<file path="src/design/video_defs.svh">
`ifndef VIDEO_DEFS_SVH
`define VIDEO_DEFS_SVH

// horizontal raster, in pixel clocks
`define H_DISPLAY     256   // visible width
`define H_TOTAL       309   // full line incl. blanking
`define H_SYNC_START  280   // first hsync cycle
`define H_SYNC_END    303   // last hsync cycle

// vertical raster, in lines
`define V_DISPLAY     240   // visible lines
`define V_TOTAL       262   // full frame incl. blanking
`define V_SYNC_START  244   // first vsync line
`define V_SYNC_END    247   // last vsync line

// sprite geometry
`define SPRITE_SIZE   16    // width and height, pixels / rows

// colours, 3-bit rgb
`define SPRITE_COLOR  3'b110  // lit sprite pixel
`define BG_COLOR      3'b001  // visible background

// counters -> rgb/sync output delay
`define PIX_LATENCY   3

`endif

</file>
<file path="src/design/video_pkg.sv">
`default_nettype none

`include "video_defs.svh"

package video_pkg;

  typedef logic [8:0] coord_t;                        // beam or sprite position
  typedef logic [7:0] row_bits_t;                     // bit n = column n
  typedef logic [$clog2(`SPRITE_SIZE)-1:0] row_addr_t; // sprite row index
  typedef logic [2:0] rgb_t;                          // r,g,b

  // renderer FSM
  typedef enum logic [2:0] {
    WAIT_VSTART,  // idle until sprite top line
    WAIT_LOAD,    // wait for hblank load slot
    LOAD_SETUP,   // present row address
    LOAD_FETCH,   // latch rom data
    WAIT_HSTART,  // wait for sprite left edge
    DRAW          // shifting out pixels
  } render_state_t;

  // left half of the image, mirrored for columns 8..15
  // bit 7 sits next to the centre line
  parameter row_bits_t sprite_bitmap [`SPRITE_SIZE] = '{
    8'b11000000,
    8'b11100000,
    8'b01110000,
    8'b00111000,
    8'b00011100,
    8'b10001110,
    8'b11000111,
    8'b11100011,
    8'b11110011,
    8'b11000111,
    8'b10001110,
    8'b00011100,
    8'b00111001,
    8'b01110011,
    8'b11100000,
    8'b11000000
  };

endpackage

`default_nettype wire

</file>
<file path="src/design/sprite_display_top.sv">
`timescale 1ns/10ps
`default_nettype none

module sprite_display_top (
  input  logic              clk,
  input  logic              reset,
  input  video_pkg::coord_t sprite_x,   // held stable over a frame
  input  video_pkg::coord_t sprite_y,
  output video_pkg::rgb_t   rgb,
  output logic              hsync_out,
  output logic              vsync_out
);

  video_pkg::coord_t    hpos;
  video_pkg::coord_t    vpos;
  logic                 hsync;
  logic                 vsync;
  logic                 display_on;
  logic                 vstart;
  logic                 load;
  logic                 hstart;
  logic                 gfx;
  video_pkg::row_addr_t rom_addr;
  video_pkg::row_bits_t rom_bits;

  video_timing timing0 (
    .clk        (clk),
    .reset      (reset),
    .hpos       (hpos),
    .vpos       (vpos),
    .hsync      (hsync),
    .vsync      (vsync),
    .display_on (display_on)
  );

  sprite_overlay overlay0 (
    .clk        (clk),
    .reset      (reset),
    .hpos       (hpos),
    .vpos       (vpos),
    .sprite_x   (sprite_x),
    .sprite_y   (sprite_y),
    .hsync      (hsync),
    .vsync      (vsync),
    .display_on (display_on),
    .gfx        (gfx),
    .vstart     (vstart),
    .load       (load),
    .hstart     (hstart),
    .rgb        (rgb),
    .hsync_out  (hsync_out),
    .vsync_out  (vsync_out)
  );

  sprite_renderer renderer0 (
    .clk         (clk),
    .reset       (reset),
    .vstart      (vstart),
    .load        (load),
    .hstart      (hstart),
    .rom_addr    (rom_addr),
    .rom_bits    (rom_bits),
    .gfx         (gfx),
    .in_progress ()            // status only, nothing consumes it here
  );

  sprite_rom rom0 (
    .rom_addr (rom_addr),
    .rom_bits (rom_bits)
  );

endmodule

`default_nettype wire

</file>
<file path="src/design/sprite_overlay.sv">
`timescale 1ns/10ps
`default_nettype none

`include "video_defs.svh"

module sprite_overlay (
  input  logic              clk,
  input  logic              reset,
  input  video_pkg::coord_t hpos,
  input  video_pkg::coord_t vpos,
  input  video_pkg::coord_t sprite_x,    // sprite left column
  input  video_pkg::coord_t sprite_y,    // line before first sprite row
  input  logic              hsync,
  input  logic              vsync,
  input  logic              display_on,
  input  logic              gfx,         // renderer pixel, 2 cycles behind beam
  output logic              vstart,
  output logic              load,
  output logic              hstart,
  output video_pkg::rgb_t   rgb,         // 3 cycles behind beam
  output logic              hsync_out,
  output logic              vsync_out
);

  // stages before the output register
  localparam int DLY = `PIX_LATENCY - 1;

  logic [DLY-1:0] disp_dly;    // display_on delay line
  logic [DLY-1:0] hsync_dly;
  logic [DLY-1:0] vsync_dly;

  // renderer strobes, one cycle each
  assign vstart = (vpos == sprite_y) && (hpos == '0);
  assign load   = (hpos == video_pkg::coord_t'(`H_DISPLAY));  // start of hblank
  assign hstart = (hpos == sprite_x);

  always_ff @(posedge clk or posedge reset) begin
    if (reset) begin
      disp_dly  <= '0;
      hsync_dly <= '0;
      vsync_dly <= '0;
      rgb       <= '0;
      hsync_out <= 1'b0;
      vsync_out <= 1'b0;
    end else begin
      // msb lines up with gfx
      disp_dly  <= {disp_dly[DLY-2:0], display_on};
      hsync_dly <= {hsync_dly[DLY-2:0], hsync};
      vsync_dly <= {vsync_dly[DLY-2:0], vsync};
      // vsync edge lands 3 cycles into the line, like everything else
      hsync_out <= hsync_dly[DLY-1];
      vsync_out <= vsync_dly[DLY-1];
      if (!disp_dly[DLY-1])
        rgb <= '0;                    // blanking is black
      else if (gfx)
        rgb <= `SPRITE_COLOR;
      else
        rgb <= `BG_COLOR;
    end
  end

endmodule

`default_nettype wire

</file>
<file path="src/design/sprite_renderer.sv">
`timescale 1ns/10ps
`default_nettype none

`include "video_defs.svh"

// 16x16 sprite from 8-bit rows with the right half mirrored
module sprite_renderer (
  input  logic                 clk,
  input  logic                 reset,
  input  logic                 vstart,      // beam on sprite top line
  input  logic                 load,        // hblank slot for row fetch
  input  logic                 hstart,      // beam on sprite left column
  output video_pkg::row_addr_t rom_addr,    // row being fetched
  input  video_pkg::row_bits_t rom_bits,    // comb. rom data
  output logic                 gfx,         // pixel, 2 + c cycles after hstart
  output logic                 in_progress  // low only while idle
);

  video_pkg::render_state_t state;
  video_pkg::row_addr_t     ycount;   // rows finished so far
  logic [3:0]               xcount;   // column within current row
  video_pkg::row_bits_t     outbits;  // latched row

  assign in_progress = (state != video_pkg::WAIT_VSTART);

  // row for the coming scanline
  always_ff @(posedge clk) begin
    if (state == video_pkg::LOAD_FETCH)
      outbits <= rom_bits;     // rom answers in same cycle
  end

  always_ff @(posedge clk or posedge reset) begin
    if (reset) begin
      state    <= video_pkg::WAIT_VSTART;
      ycount   <= '0;
      xcount   <= '0;
      rom_addr <= '0;
      gfx      <= 1'b0;
    end else begin
      case (state)
        video_pkg::WAIT_VSTART: begin
          ycount <= '0;        // new frame, start at row 0
          gfx    <= 1'b0;
          if (vstart)
            state <= video_pkg::WAIT_LOAD;
        end
        video_pkg::WAIT_LOAD: begin
          xcount <= '0;
          gfx    <= 1'b0;      // blank between rows
          if (load)
            state <= video_pkg::LOAD_SETUP;
        end
        video_pkg::LOAD_SETUP: begin
          rom_addr <= ycount;  // present address
          state    <= video_pkg::LOAD_FETCH;
        end
        video_pkg::LOAD_FETCH: begin
          state <= video_pkg::WAIT_HSTART;  // outbits latched here
        end
        video_pkg::WAIT_HSTART: begin
          if (hstart)
            state <= video_pkg::DRAW;
        end
        video_pkg::DRAW: begin
          // cols 0..7 straight, cols 8..15 mirrored
          gfx    <= xcount[3] ? outbits[~xcount[2:0]] : outbits[xcount[2:0]];
          xcount <= xcount + 1'b1;
          if (xcount == 4'(`SPRITE_SIZE - 1)) begin   // last column
            ycount <= ycount + 1'b1;
            if (ycount == video_pkg::row_addr_t'(`SPRITE_SIZE - 1))
              state <= video_pkg::WAIT_VSTART;    // sprite done
            else
              state <= video_pkg::WAIT_LOAD;      // next row
          end
        end
        default: begin
          state <= video_pkg::WAIT_VSTART;        // recover
        end
      endcase
    end
  end

endmodule

`default_nettype wire

</file>
<file path="src/design/sprite_rom.sv">
`timescale 1ns/10ps
`default_nettype none

module sprite_rom (
  input  video_pkg::row_addr_t rom_addr,  // sprite row
  output video_pkg::row_bits_t rom_bits   // same-cycle row data
);

  // one LUT per output bit after mapping
  always_comb begin
    case (rom_addr)
      4'd0:    rom_bits = video_pkg::sprite_bitmap[0];
      4'd1:    rom_bits = video_pkg::sprite_bitmap[1];
      4'd2:    rom_bits = video_pkg::sprite_bitmap[2];
      4'd3:    rom_bits = video_pkg::sprite_bitmap[3];
      4'd4:    rom_bits = video_pkg::sprite_bitmap[4];
      4'd5:    rom_bits = video_pkg::sprite_bitmap[5];
      4'd6:    rom_bits = video_pkg::sprite_bitmap[6];
      4'd7:    rom_bits = video_pkg::sprite_bitmap[7];
      4'd8:    rom_bits = video_pkg::sprite_bitmap[8];
      4'd9:    rom_bits = video_pkg::sprite_bitmap[9];
      4'd10:   rom_bits = video_pkg::sprite_bitmap[10];
      4'd11:   rom_bits = video_pkg::sprite_bitmap[11];
      4'd12:   rom_bits = video_pkg::sprite_bitmap[12];
      4'd13:   rom_bits = video_pkg::sprite_bitmap[13];
      4'd14:   rom_bits = video_pkg::sprite_bitmap[14];
      4'd15:   rom_bits = video_pkg::sprite_bitmap[15];
      default: rom_bits = '0;   // x address
    endcase
  end

endmodule

`default_nettype wire

</file>
<file path="src/design/video_timing.sv">
`timescale 1ns/10ps
`default_nettype none

`include "video_defs.svh"

module video_timing (
  input  logic                clk,
  input  logic                reset,
  output video_pkg::coord_t   hpos,        // current pixel in line
  output video_pkg::coord_t   vpos,        // current line in frame
  output logic                hsync,       // matches hpos/vpos of same cycle
  output logic                vsync,
  output logic                display_on   // beam inside visible area
);

  logic              h_last;   // last pixel of line
  logic              v_last;   // last line of frame
  video_pkg::coord_t h_next;
  video_pkg::coord_t v_next;

  assign h_last = (hpos == video_pkg::coord_t'(`H_TOTAL - 1));
  assign v_last = (vpos == video_pkg::coord_t'(`V_TOTAL - 1));

  // next counter values, flags are compared against these
  always_comb begin
    if (h_last) begin
      h_next = '0;               // wrap line
      if (v_last)
        v_next = '0;             // wrap frame
      else
        v_next = vpos + 1'b1;    // next line
    end else begin
      h_next = hpos + 1'b1;
      v_next = vpos;             // hold line
    end
  end

  always_ff @(posedge clk or posedge reset) begin
    if (reset) begin
      hpos       <= '0;
      vpos       <= '0;
      hsync      <= 1'b0;
      vsync      <= 1'b0;
      display_on <= 1'b1;        // (0,0) is a visible pixel
    end else begin
      hpos       <= h_next;
      vpos       <= v_next;
      hsync      <= (h_next >= video_pkg::coord_t'(`H_SYNC_START)) &&
                    (h_next <= video_pkg::coord_t'(`H_SYNC_END));
      vsync      <= (v_next >= video_pkg::coord_t'(`V_SYNC_START)) &&
                    (v_next <= video_pkg::coord_t'(`V_SYNC_END));
      display_on <= (h_next < video_pkg::coord_t'(`H_DISPLAY)) &&
                    (v_next < video_pkg::coord_t'(`V_DISPLAY));
    end
  end

endmodule

`default_nettype wire

</file>
<file path="config.mk">
export PLATFORM = sky130hd
export DESIGN_NAME = sprite_display_top
export DESIGN_NICKNAME = d
export VERILOG_FILES = /design/src/design/video_pkg.sv /design/src/design/sprite_display_top.sv /design/src/design/sprite_overlay.sv /design/src/design/sprite_renderer.sv /design/src/design/sprite_rom.sv /design/src/design/video_timing.sv
export VERILOG_INCLUDE_DIRS = /design/src /design/src/design
export SDC_FILE = /design/constraint.sdc
export NUM_CORES = 1
export LEC_CHECK = 0
export BUFFER_PORTS_ARGS = -buffer_cell sky130_fd_sc_hd__buf_2
export CAP_MARGIN = 25
export CORE_ASPECT_RATIO = 1.5
export CORE_MARGIN = 2
export CORE_UTILIZATION = 40
export CTS_CLUSTER_SIZE = 28
export DETAILED_ROUTE_END_ITERATION = 16
export SLEW_MARGIN = 20
export SYNTH_ARGS = -nofsm -noshare
export SYNTH_HDL_FRONTEND = slang
export SYNTH_SLANG_ARGS = --single-unit
</file>
<file path="constraint.sdc">
create_clock -name clk -period 2.75 [get_ports clk]
set_input_delay 0.275 -clock clk [delete_from_list [all_inputs] [get_ports clk]]
set_output_delay 0.275 -clock clk [all_outputs]
set_load 0.005 [all_outputs]
</file>
==> flow_summary.ini, run 1 <==
[critical_path]
path_max_fanout = 8
cp.required_ns = 2.97
arrival_ns = 2.54
endpoint = timing0.vsync
crit_path_start_kind = flip-flop
crit_start = timing0.hpos[0]
r2r-start = timing0.hpos[0]
reg2reg_to = timing0.vsync
reg2reg_depth = 7
reg2reg_setup_slack_ns = 0.43
timing_worst_setup_path_type = reg2reg
end_kind = flip-flop

[layout]
final_common_cell = dfrtp_1
layout.cells.non_filler = 423
nNetsFinal = 348
final_cell_mix = dfrtp_1 (46), nand2_1 (34), buf_2 (24), o21ai_0 (20), xor2_1 (20)
area_growth_pct = 8.91
fill_cells = 761
finish.utilization_pct = 44.5
stdcell_area_sq_mm = 0.00336
diodes = 0
drive_gt1_share_pct = 16.2

[global_routing]
grt_max_degree = 48
first_global_vias = 2252
grt_overflow = 0
antenna_found_initial = 0
grt_usage_pct = 15.8
grt_pass1_wl_mm = 10.6

[placement]
numPortBuffers = 24
placed_area_sq_mm = 0.00321
place_inst = 415
dp_hpwl_mm = 4.35
gp_congestion = 0.845
dp_worst_setup_slack_ns = 0.432

[logic_synthesis]
ys_seq_elements = 55
synth_top_family_by_area = simple AND/OR/NAND/NOR gates
ys_seq_area_share_pct = 45.9
synth_edf_count = 8
muxShareOfSynthArea_pct = 5.31
synth-compound-area-share_pct = 11.1
synth_area_sq_mm = 0.00309
async_flop_share_pct = 85.5
ys_types = 60
synth_xor_area_share_pct = 8.51
synth.net_count = 337
synth-simple-area-share_pct = 19.2
synth_fa_ha_area_share_pct = 3.24
avgSynthCellArea_sq_um = 9.99
postSynthCellCount = 309
synthFlopType = dfrtp_1
yosysWarnings = 0

[power]
powerDensity_mw_per_mm2 = 592
p_total_mw = 1.99
ir_drop_uv = 308
leakagePower_nw = 1.45

[timing]
whs_ns = 0.107
relSlewSlack_pct = 45.1
worstMarginPinSlew_ns = 0.823
fin_crit_sh_pct = 84.5
setup_tns_ns = 0
rsz0062_at_grt = no
setup_slack_ns = 0.426
clock_skew_ns = 0.00621
fmaxAchievable_mhz = 430
maxSlewViolCount = 0
min_period_ns = 2.32
finalHoldViolCount = 0
setup_viol = 0

[cts]
clock_path_buffers = 2
holdBufCountCts = 0
path_clk_slew_ns = 0.07
cts.sinks = 55
cts_setup_buffers = 0
cts_made_buffers = 5
cts-root-buf = clkbuf_16
cts_tree = built
cts_resized = 0
htreeDepth = 2
insertion_delay_ns = 0.29

[die]
coreArea_sq_mm = 0.00756
start_util_pct = 40.8
dieArea_sq_mm = 0.00845
die_h_um = 112
rows = 39
fp.dieW_um = 75.7
ioPinCount = 25

[route]
viasPerCell = 5.36
wirelength_mm = 5.98
drtAntennaViolNets = 0
via_count = 2269
drcViolationCount = 0
drt_iter0_markers = 129
wl_per_cell_um = 14.1
drtPass1Iterations = 5

[run_status]
outcome = finished, final reports clean

[hold_path]
hold_class = in2async

[job]
drv_cap = 0
kinds of logic after synthesis:
kind of cell	after synthesis
AOI/OAI and AO/OA	55
xor gates and xnor gates	30
adders and majority gates	8
buffers and inverters	40
DFF	55
muxes	11
and+or+nand+nor	110
synthesized netlist by cell type (2+ instances only):
master,n,area [sq um]
and2_1,2,12.5
and3_1,4,25.0
a31o_2,2,17.5
buf_6,4,45.0
clkbuf_1,13,48.8
nor2_1,15,56.3
nor3_1,6,30.0
nand4_1,8,50.1
nor4_1,7,43.8
a31oi_1,4,25.0
nand4b_1,2,17.5
nand3_1,14,70.1
clkbuf_8,2,27.5
a21oi_1,9,45.0
mux4_2,4,90.1
o21a_1,3,22.5
xor2_1,20,175
o22ai_1,4,25.0
o21ai_0,20,100
xnor2_1,10,87.6
edfxtp_1,8,240
inv_1,17,63.8
nand2_1,34,128
dfrtp_1,46,1150
or3_1,2,12.5
nor2b_1,2,12.5
a21o_1,2,15.0
ha_1,8,100
mux2i_1,4,40.0
mux2_2,3,33.8
final cells by class:
cell class              count  area, sq um  area share [%]
multi-input cells         214         1460            43.5
flip-flops and latches     55         1420            42.2
repair buffers             27          143            4.24
well taps                 102          128            3.79
clock buffers               5          125            3.72
inverters                  17         65.1            1.93
clock inverters             3         23.8           0.707
worst max-delay path, cell delays in order (launching register included):
cell and delay (ns):
dfrtp_1 0.43, inv_1 0.10, ha_1 0.14, or4b_4 0.47, or2_1 0.35, or4b_1 0.49, o311a_1 0.13, nor3b_2 0.15
sequential cells by signal, summed over array words and instances, names as in the netlist:
| name | cells |
|---|---|
| renderer0.outbits | 8 |
| overlay0.vsync_out | 1 |
| renderer0.rom_addr | 4 |
| overlay0.hsync_out | 1 |
| overlay0.disp_dly | 2 |
| overlay0.rgb | 2 |
| timing0.hpos | 9 |
| timing0.vpos | 9 |
| overlay0.hsync_dly | 2 |
| renderer0.xcount | 4 |
| overlay0.vsync_dly | 2 |
| renderer0.state | 3 |
| renderer0.gfx | 1 |
| timing0.vsync | 1 |
| renderer0.ycount | 4 |
| timing0.display_on | 1 |
| timing0.hsync | 1 |
how the worst min path moves through the flow:
| stage | to | cells after the start |
|---|---|---|
| after floorplan | overlay0.disp_dly[1] | 0 |
| after global placement | overlay0.disp_dly[1] | 0 |
| after detailed placement | overlay0.disp_dly[1] | 0 |
| after CTS | overlay0.hsync_dly[1] | 2 |
| after global routing | overlay0.vsync_out | 2 |
| final | overlay0.hsync_dly[1] | 2 |
power breakdown:
group          total (mW)  internal [mW]  switching [mW]  leakage, nW
Sequential           1.00          0.892           0.110        0.692
Combinational       0.359          0.177           0.183        0.694
Clock               0.629          0.341           0.288       0.0664
layer usage:
layer	vias to the layer above	part of all wire (%)	GRT usage, %
met4	0	1.3	5.96
met1	1103	42	20.4
met2	48	53	25.7
met5	-	0	0
li1	1112	-	-
met3	6	3.0	3.08
Power figures use the tool's default switching activity.
==> run 2, diff against run 1 <==
--- a/config.mk
+++ b/config.mk
@@ -6,6 +6,7 @@
 export SDC_FILE = /design/constraint.sdc
 export NUM_CORES = 1
 export LEC_CHECK = 0
+export ABC_AREA = 1
 export BUFFER_PORTS_ARGS = -buffer_cell sky130_fd_sc_hd__buf_2
 export CAP_MARGIN = 25
 export CORE_ASPECT_RATIO = 1.5
==> constraint.sdc (replaced) <==
create_clock -name clk -period 1.9 [get_ports clk]
set_input_delay 0.19 -clock clk [delete_from_list [all_inputs] [get_ports clk]]
set_output_delay 0.19 -clock clk [all_outputs]
set_load 0.005 [all_outputs]
==> run 2 against run 1 <==
  * Sequential share of layout area decreased by 2.2 points
  * Register-to-register slack got worse by 0.21 ns
  * First-iteration DRC count decreased by 3.9%
  * Synthesized cell count increased by 30%
  * Synthesized area decreased by 0.41%
  * Critical path depth increased by 4
  * Sequential power increased by 19%
  * Cell count increased by 28%
  * Power increased by 16%
  * Largest cell class is now sequential cells
  * Largest power group unchanged
==> flow_summary.ini, run 2 <==
[die]
coreArea_sq_mm = 0.00751
die_h_um = 111
fp.dieW_um = 75.6
rows = 39
start_util_pct = 40.9
ioPinCount = 25
dieArea_sq_mm = 0.00842

[logic_synthesis]
avgSynthCellArea_sq_um = 7.63
yosysMostFrequentCell = nand2_1
postSynthCellCount = 403
synth_area_sq_mm = 0.00308
ys_types = 34
yosysWarnings = 0
synth_top_cell_by_area = dfrtp_1
ys_seq_elements = 55
async_flop_share_pct = 85.5
synth_edf_count = 8
synth.net_count = 431
synthTopCellsByArea = dfrtp_1 (37%), nand2_1 (14%), edfxtp_1 (7.8%)
yosysTopAreaCellShare_pct = 37.4
synth.cells.most_frequent = nand2_1 (115), inv_1 (62), dfrtp_1 (46), nor2_1 (45)
ys_seq_area_share_pct = 46.1
synthFlopType = dfrtp_1

[critical_path]
timing_worst_setup_path_type = reg2reg
arrival_ns = 1.88
slowest_stage = dfrtp_1
end_kind = flip-flop
cp.required_ns = 2.09
critical-path-max-stage-delay_ns = 0.38
reg2reg_depth = 11
crit_chain = inv_1, ha_1, nand2_1, inv_1, nand2_2, nor2_8, nand2_1, o21ai_0, nand3b_1, nand2_1, nor2_2
path_max_fanout = 6
crit_path_start_kind = flip-flop
cp_common_cell = nand2_1

[layout]
nNetsFinal = 466
drive_gt1_share_pct = 13.9
fill_cells = 751
reg_top3 = timing0.hpos x9, timing0.vpos x9, renderer0.outbits x8
final_cell_mix = nand2_1 (114), inv_1 (61), dfrtp_1 (46), nor2_1 (45), buf_2 (24)
final_common_cell = nand2_1
register_area_sq_mm = 0.00142
diodes = 0
area_growth_pct = 15.5
multi_input_area_sq_mm = 0.00138

[hold_path]
min_path_cells = 0
hold_class = reg2reg

[placement]
numPortBuffers = 24
gp_congestion = 0.910
dp_hpwl_mm = 5.21

[timing]
whs_ns = 0.350
clock_skew_ns = 0.00416
finalHoldViolCount = 0
setup_tns_ns = 0
relSlewSlack_pct = 67.0
maxSlewViolCount = 0
setup_viol = 0
worstMarginPinSlew_ns = 0.494
rsz0062_at_grt = no
fmaxAchievable_mhz = 593
fin_crit_sh_pct = 88.8
min_period_ns = 1.69

[power]
power_frac_seq_pct = 51.7
pwr-share-comb_pct = 3.2
p_int_mw = 1.85
p_switching_uw = 458
p_sw_share_pct = 19.9
clkPwrFrac_pct = 45.1
ir_drop_uv = 543
leakagePower_nw = 1.86
powerDensity_mw_per_mm2 = 648

[global_routing]
grt_max_degree = 23
grt_pass1_wl_mm = 11.0
grt_usage_pct = 17.2
antenna_found_initial = 0
first_global_vias = 2524
grt_overflow = 0

[cts]
htreeDepth = 2
cts-root-buf = clkbuf_16
path_clk_slew_ns = 0.07
cts_made_buffers = 5
clock_path_buffers = 2
cts_tree = built
insertion_delay_ns = 0.29
cts.sinks = 55

[run_status]
outcome = finished, final reports clean

[route]
via_count = 2630
drt_iter0_markers = 124
drtAntennaViolNets = 0
wirelength_mm = 6.68
viasPerCell = 4.86
drtPass1Iterations = 4
wl_per_cell_um = 12.3
drcViolationCount = 0

[job]
drv_cap = 0
==> run 2: timing repair <==
| item | 4_1_cts | 5_1_grt |
|---|---|---|
| setup buffers | 0 | 2 |
| endpoints found under the setup margin | 0 | 3 |
| resized for setup | 0 | 1 |
| hold buffers | 1 | 0 |
| endpoints found under the hold margin | 20 | 0 |
==> run 2: kinds of logic after synthesis <==
logic type               count (synthesis)  synth area share, %
AND/OR/NAND/NOR                        208                 29.3
buffers and inverters                   73                 9.48
flip-flops                              55                 46.1
AO/OA/AOI/OAI                           47                 8.42
XOR/XNOR                                12                 3.42
adder cells (fa/ha/maj)                  8                 3.25
==> run 2: layout make-up <==
| type | instances | share of cell area, % |
|---|---|---|
| sequential | 55 | 39.9 |
| clock buffer | 5 | 3.52 |
| tap | 102 | 3.59 |
| inverter | 66 | 6.97 |
| timing repair buffer | 34 | 5.92 |
| multi-input combinational | 276 | 38.9 |
| clock inverter | 3 | 1.23 |
==> run 2: layer usage <==
metal | wire length (um) | vias up | global-route usage, %
met3 | 176 | 15 | 2.99
met4 | 181 | 0 | 7.25
met5 | 0 | - | 0
li1 | - | 1339 | -
met2 | 3720 | 48 | 31.0
met1 | 2610 | 1228 | 19.0
==> run 2: path summary, 6_finish.rpt <==
check	startpoint	endpoint	slack, ns
worst max-delay path	timing0.hpos[1]	timing0.vsync	0.21
worst min-delay path	timing0.hsync	overlay0.hsync_dly[0]	0.35
worst max register to register	timing0.hpos[1]	timing0.vsync	0.21
worst min register to register	timing0.hsync	overlay0.hsync_dly[0]	0.35
max in group asynchronous	reset	timing0.display_on	0.88
min in group asynchronous	reset	timing0.hpos[7]	0.46
==> run 2: power groups by stage <==
stage | sequential, mW | clock (mW) | combinational (mW)
after floorplan | 1.21 | 0 | 0.0352
after global placement | 1.21 | 0 | 0.0749
after detailed placement | 1.21 | 0 | 0.0758
after CTS | 1.19 | 1.07 | 0.0775
after global routing | 1.19 | 1.11 | 0.0874
final | 1.19 | 1.04 | 0.0744
==> run 2: metrics by stage <==
| step | power, mW | instance area, sq um | util (%) | worst slack, ns | cells |
|---|---|---|---|---|---|
| final | 2.30 | 3550 | 47.3 | 0.213 | 541 |
| after floorplan | 1.25 | 3080 | - | 0.331 | 403 |
| after detailed placement | 1.29 | 3340 | 44.5 | 0.133 | 529 |
| after CTS | 2.33 | 3520 | 46.9 | 0.124 | 538 |
| after global routing | 2.39 | 3550 | 47.3 | 0.0150 | 541 |
| after global placement | 1.29 | 3340 | 44.5 | 0.187 | 529 |
==> run 2: critical path: cells and delay by family (launching register included) <==
| family | cells | cell delay, ns |
|---|---|---|
| flops | 1 | 0.38 |
| compound gates | 1 | 0.19 |
| fa+ha+maj | 1 | 0.16 |
| simple gates | 7 | 0.69 |
| buf+inv | 2 | 0.15 |
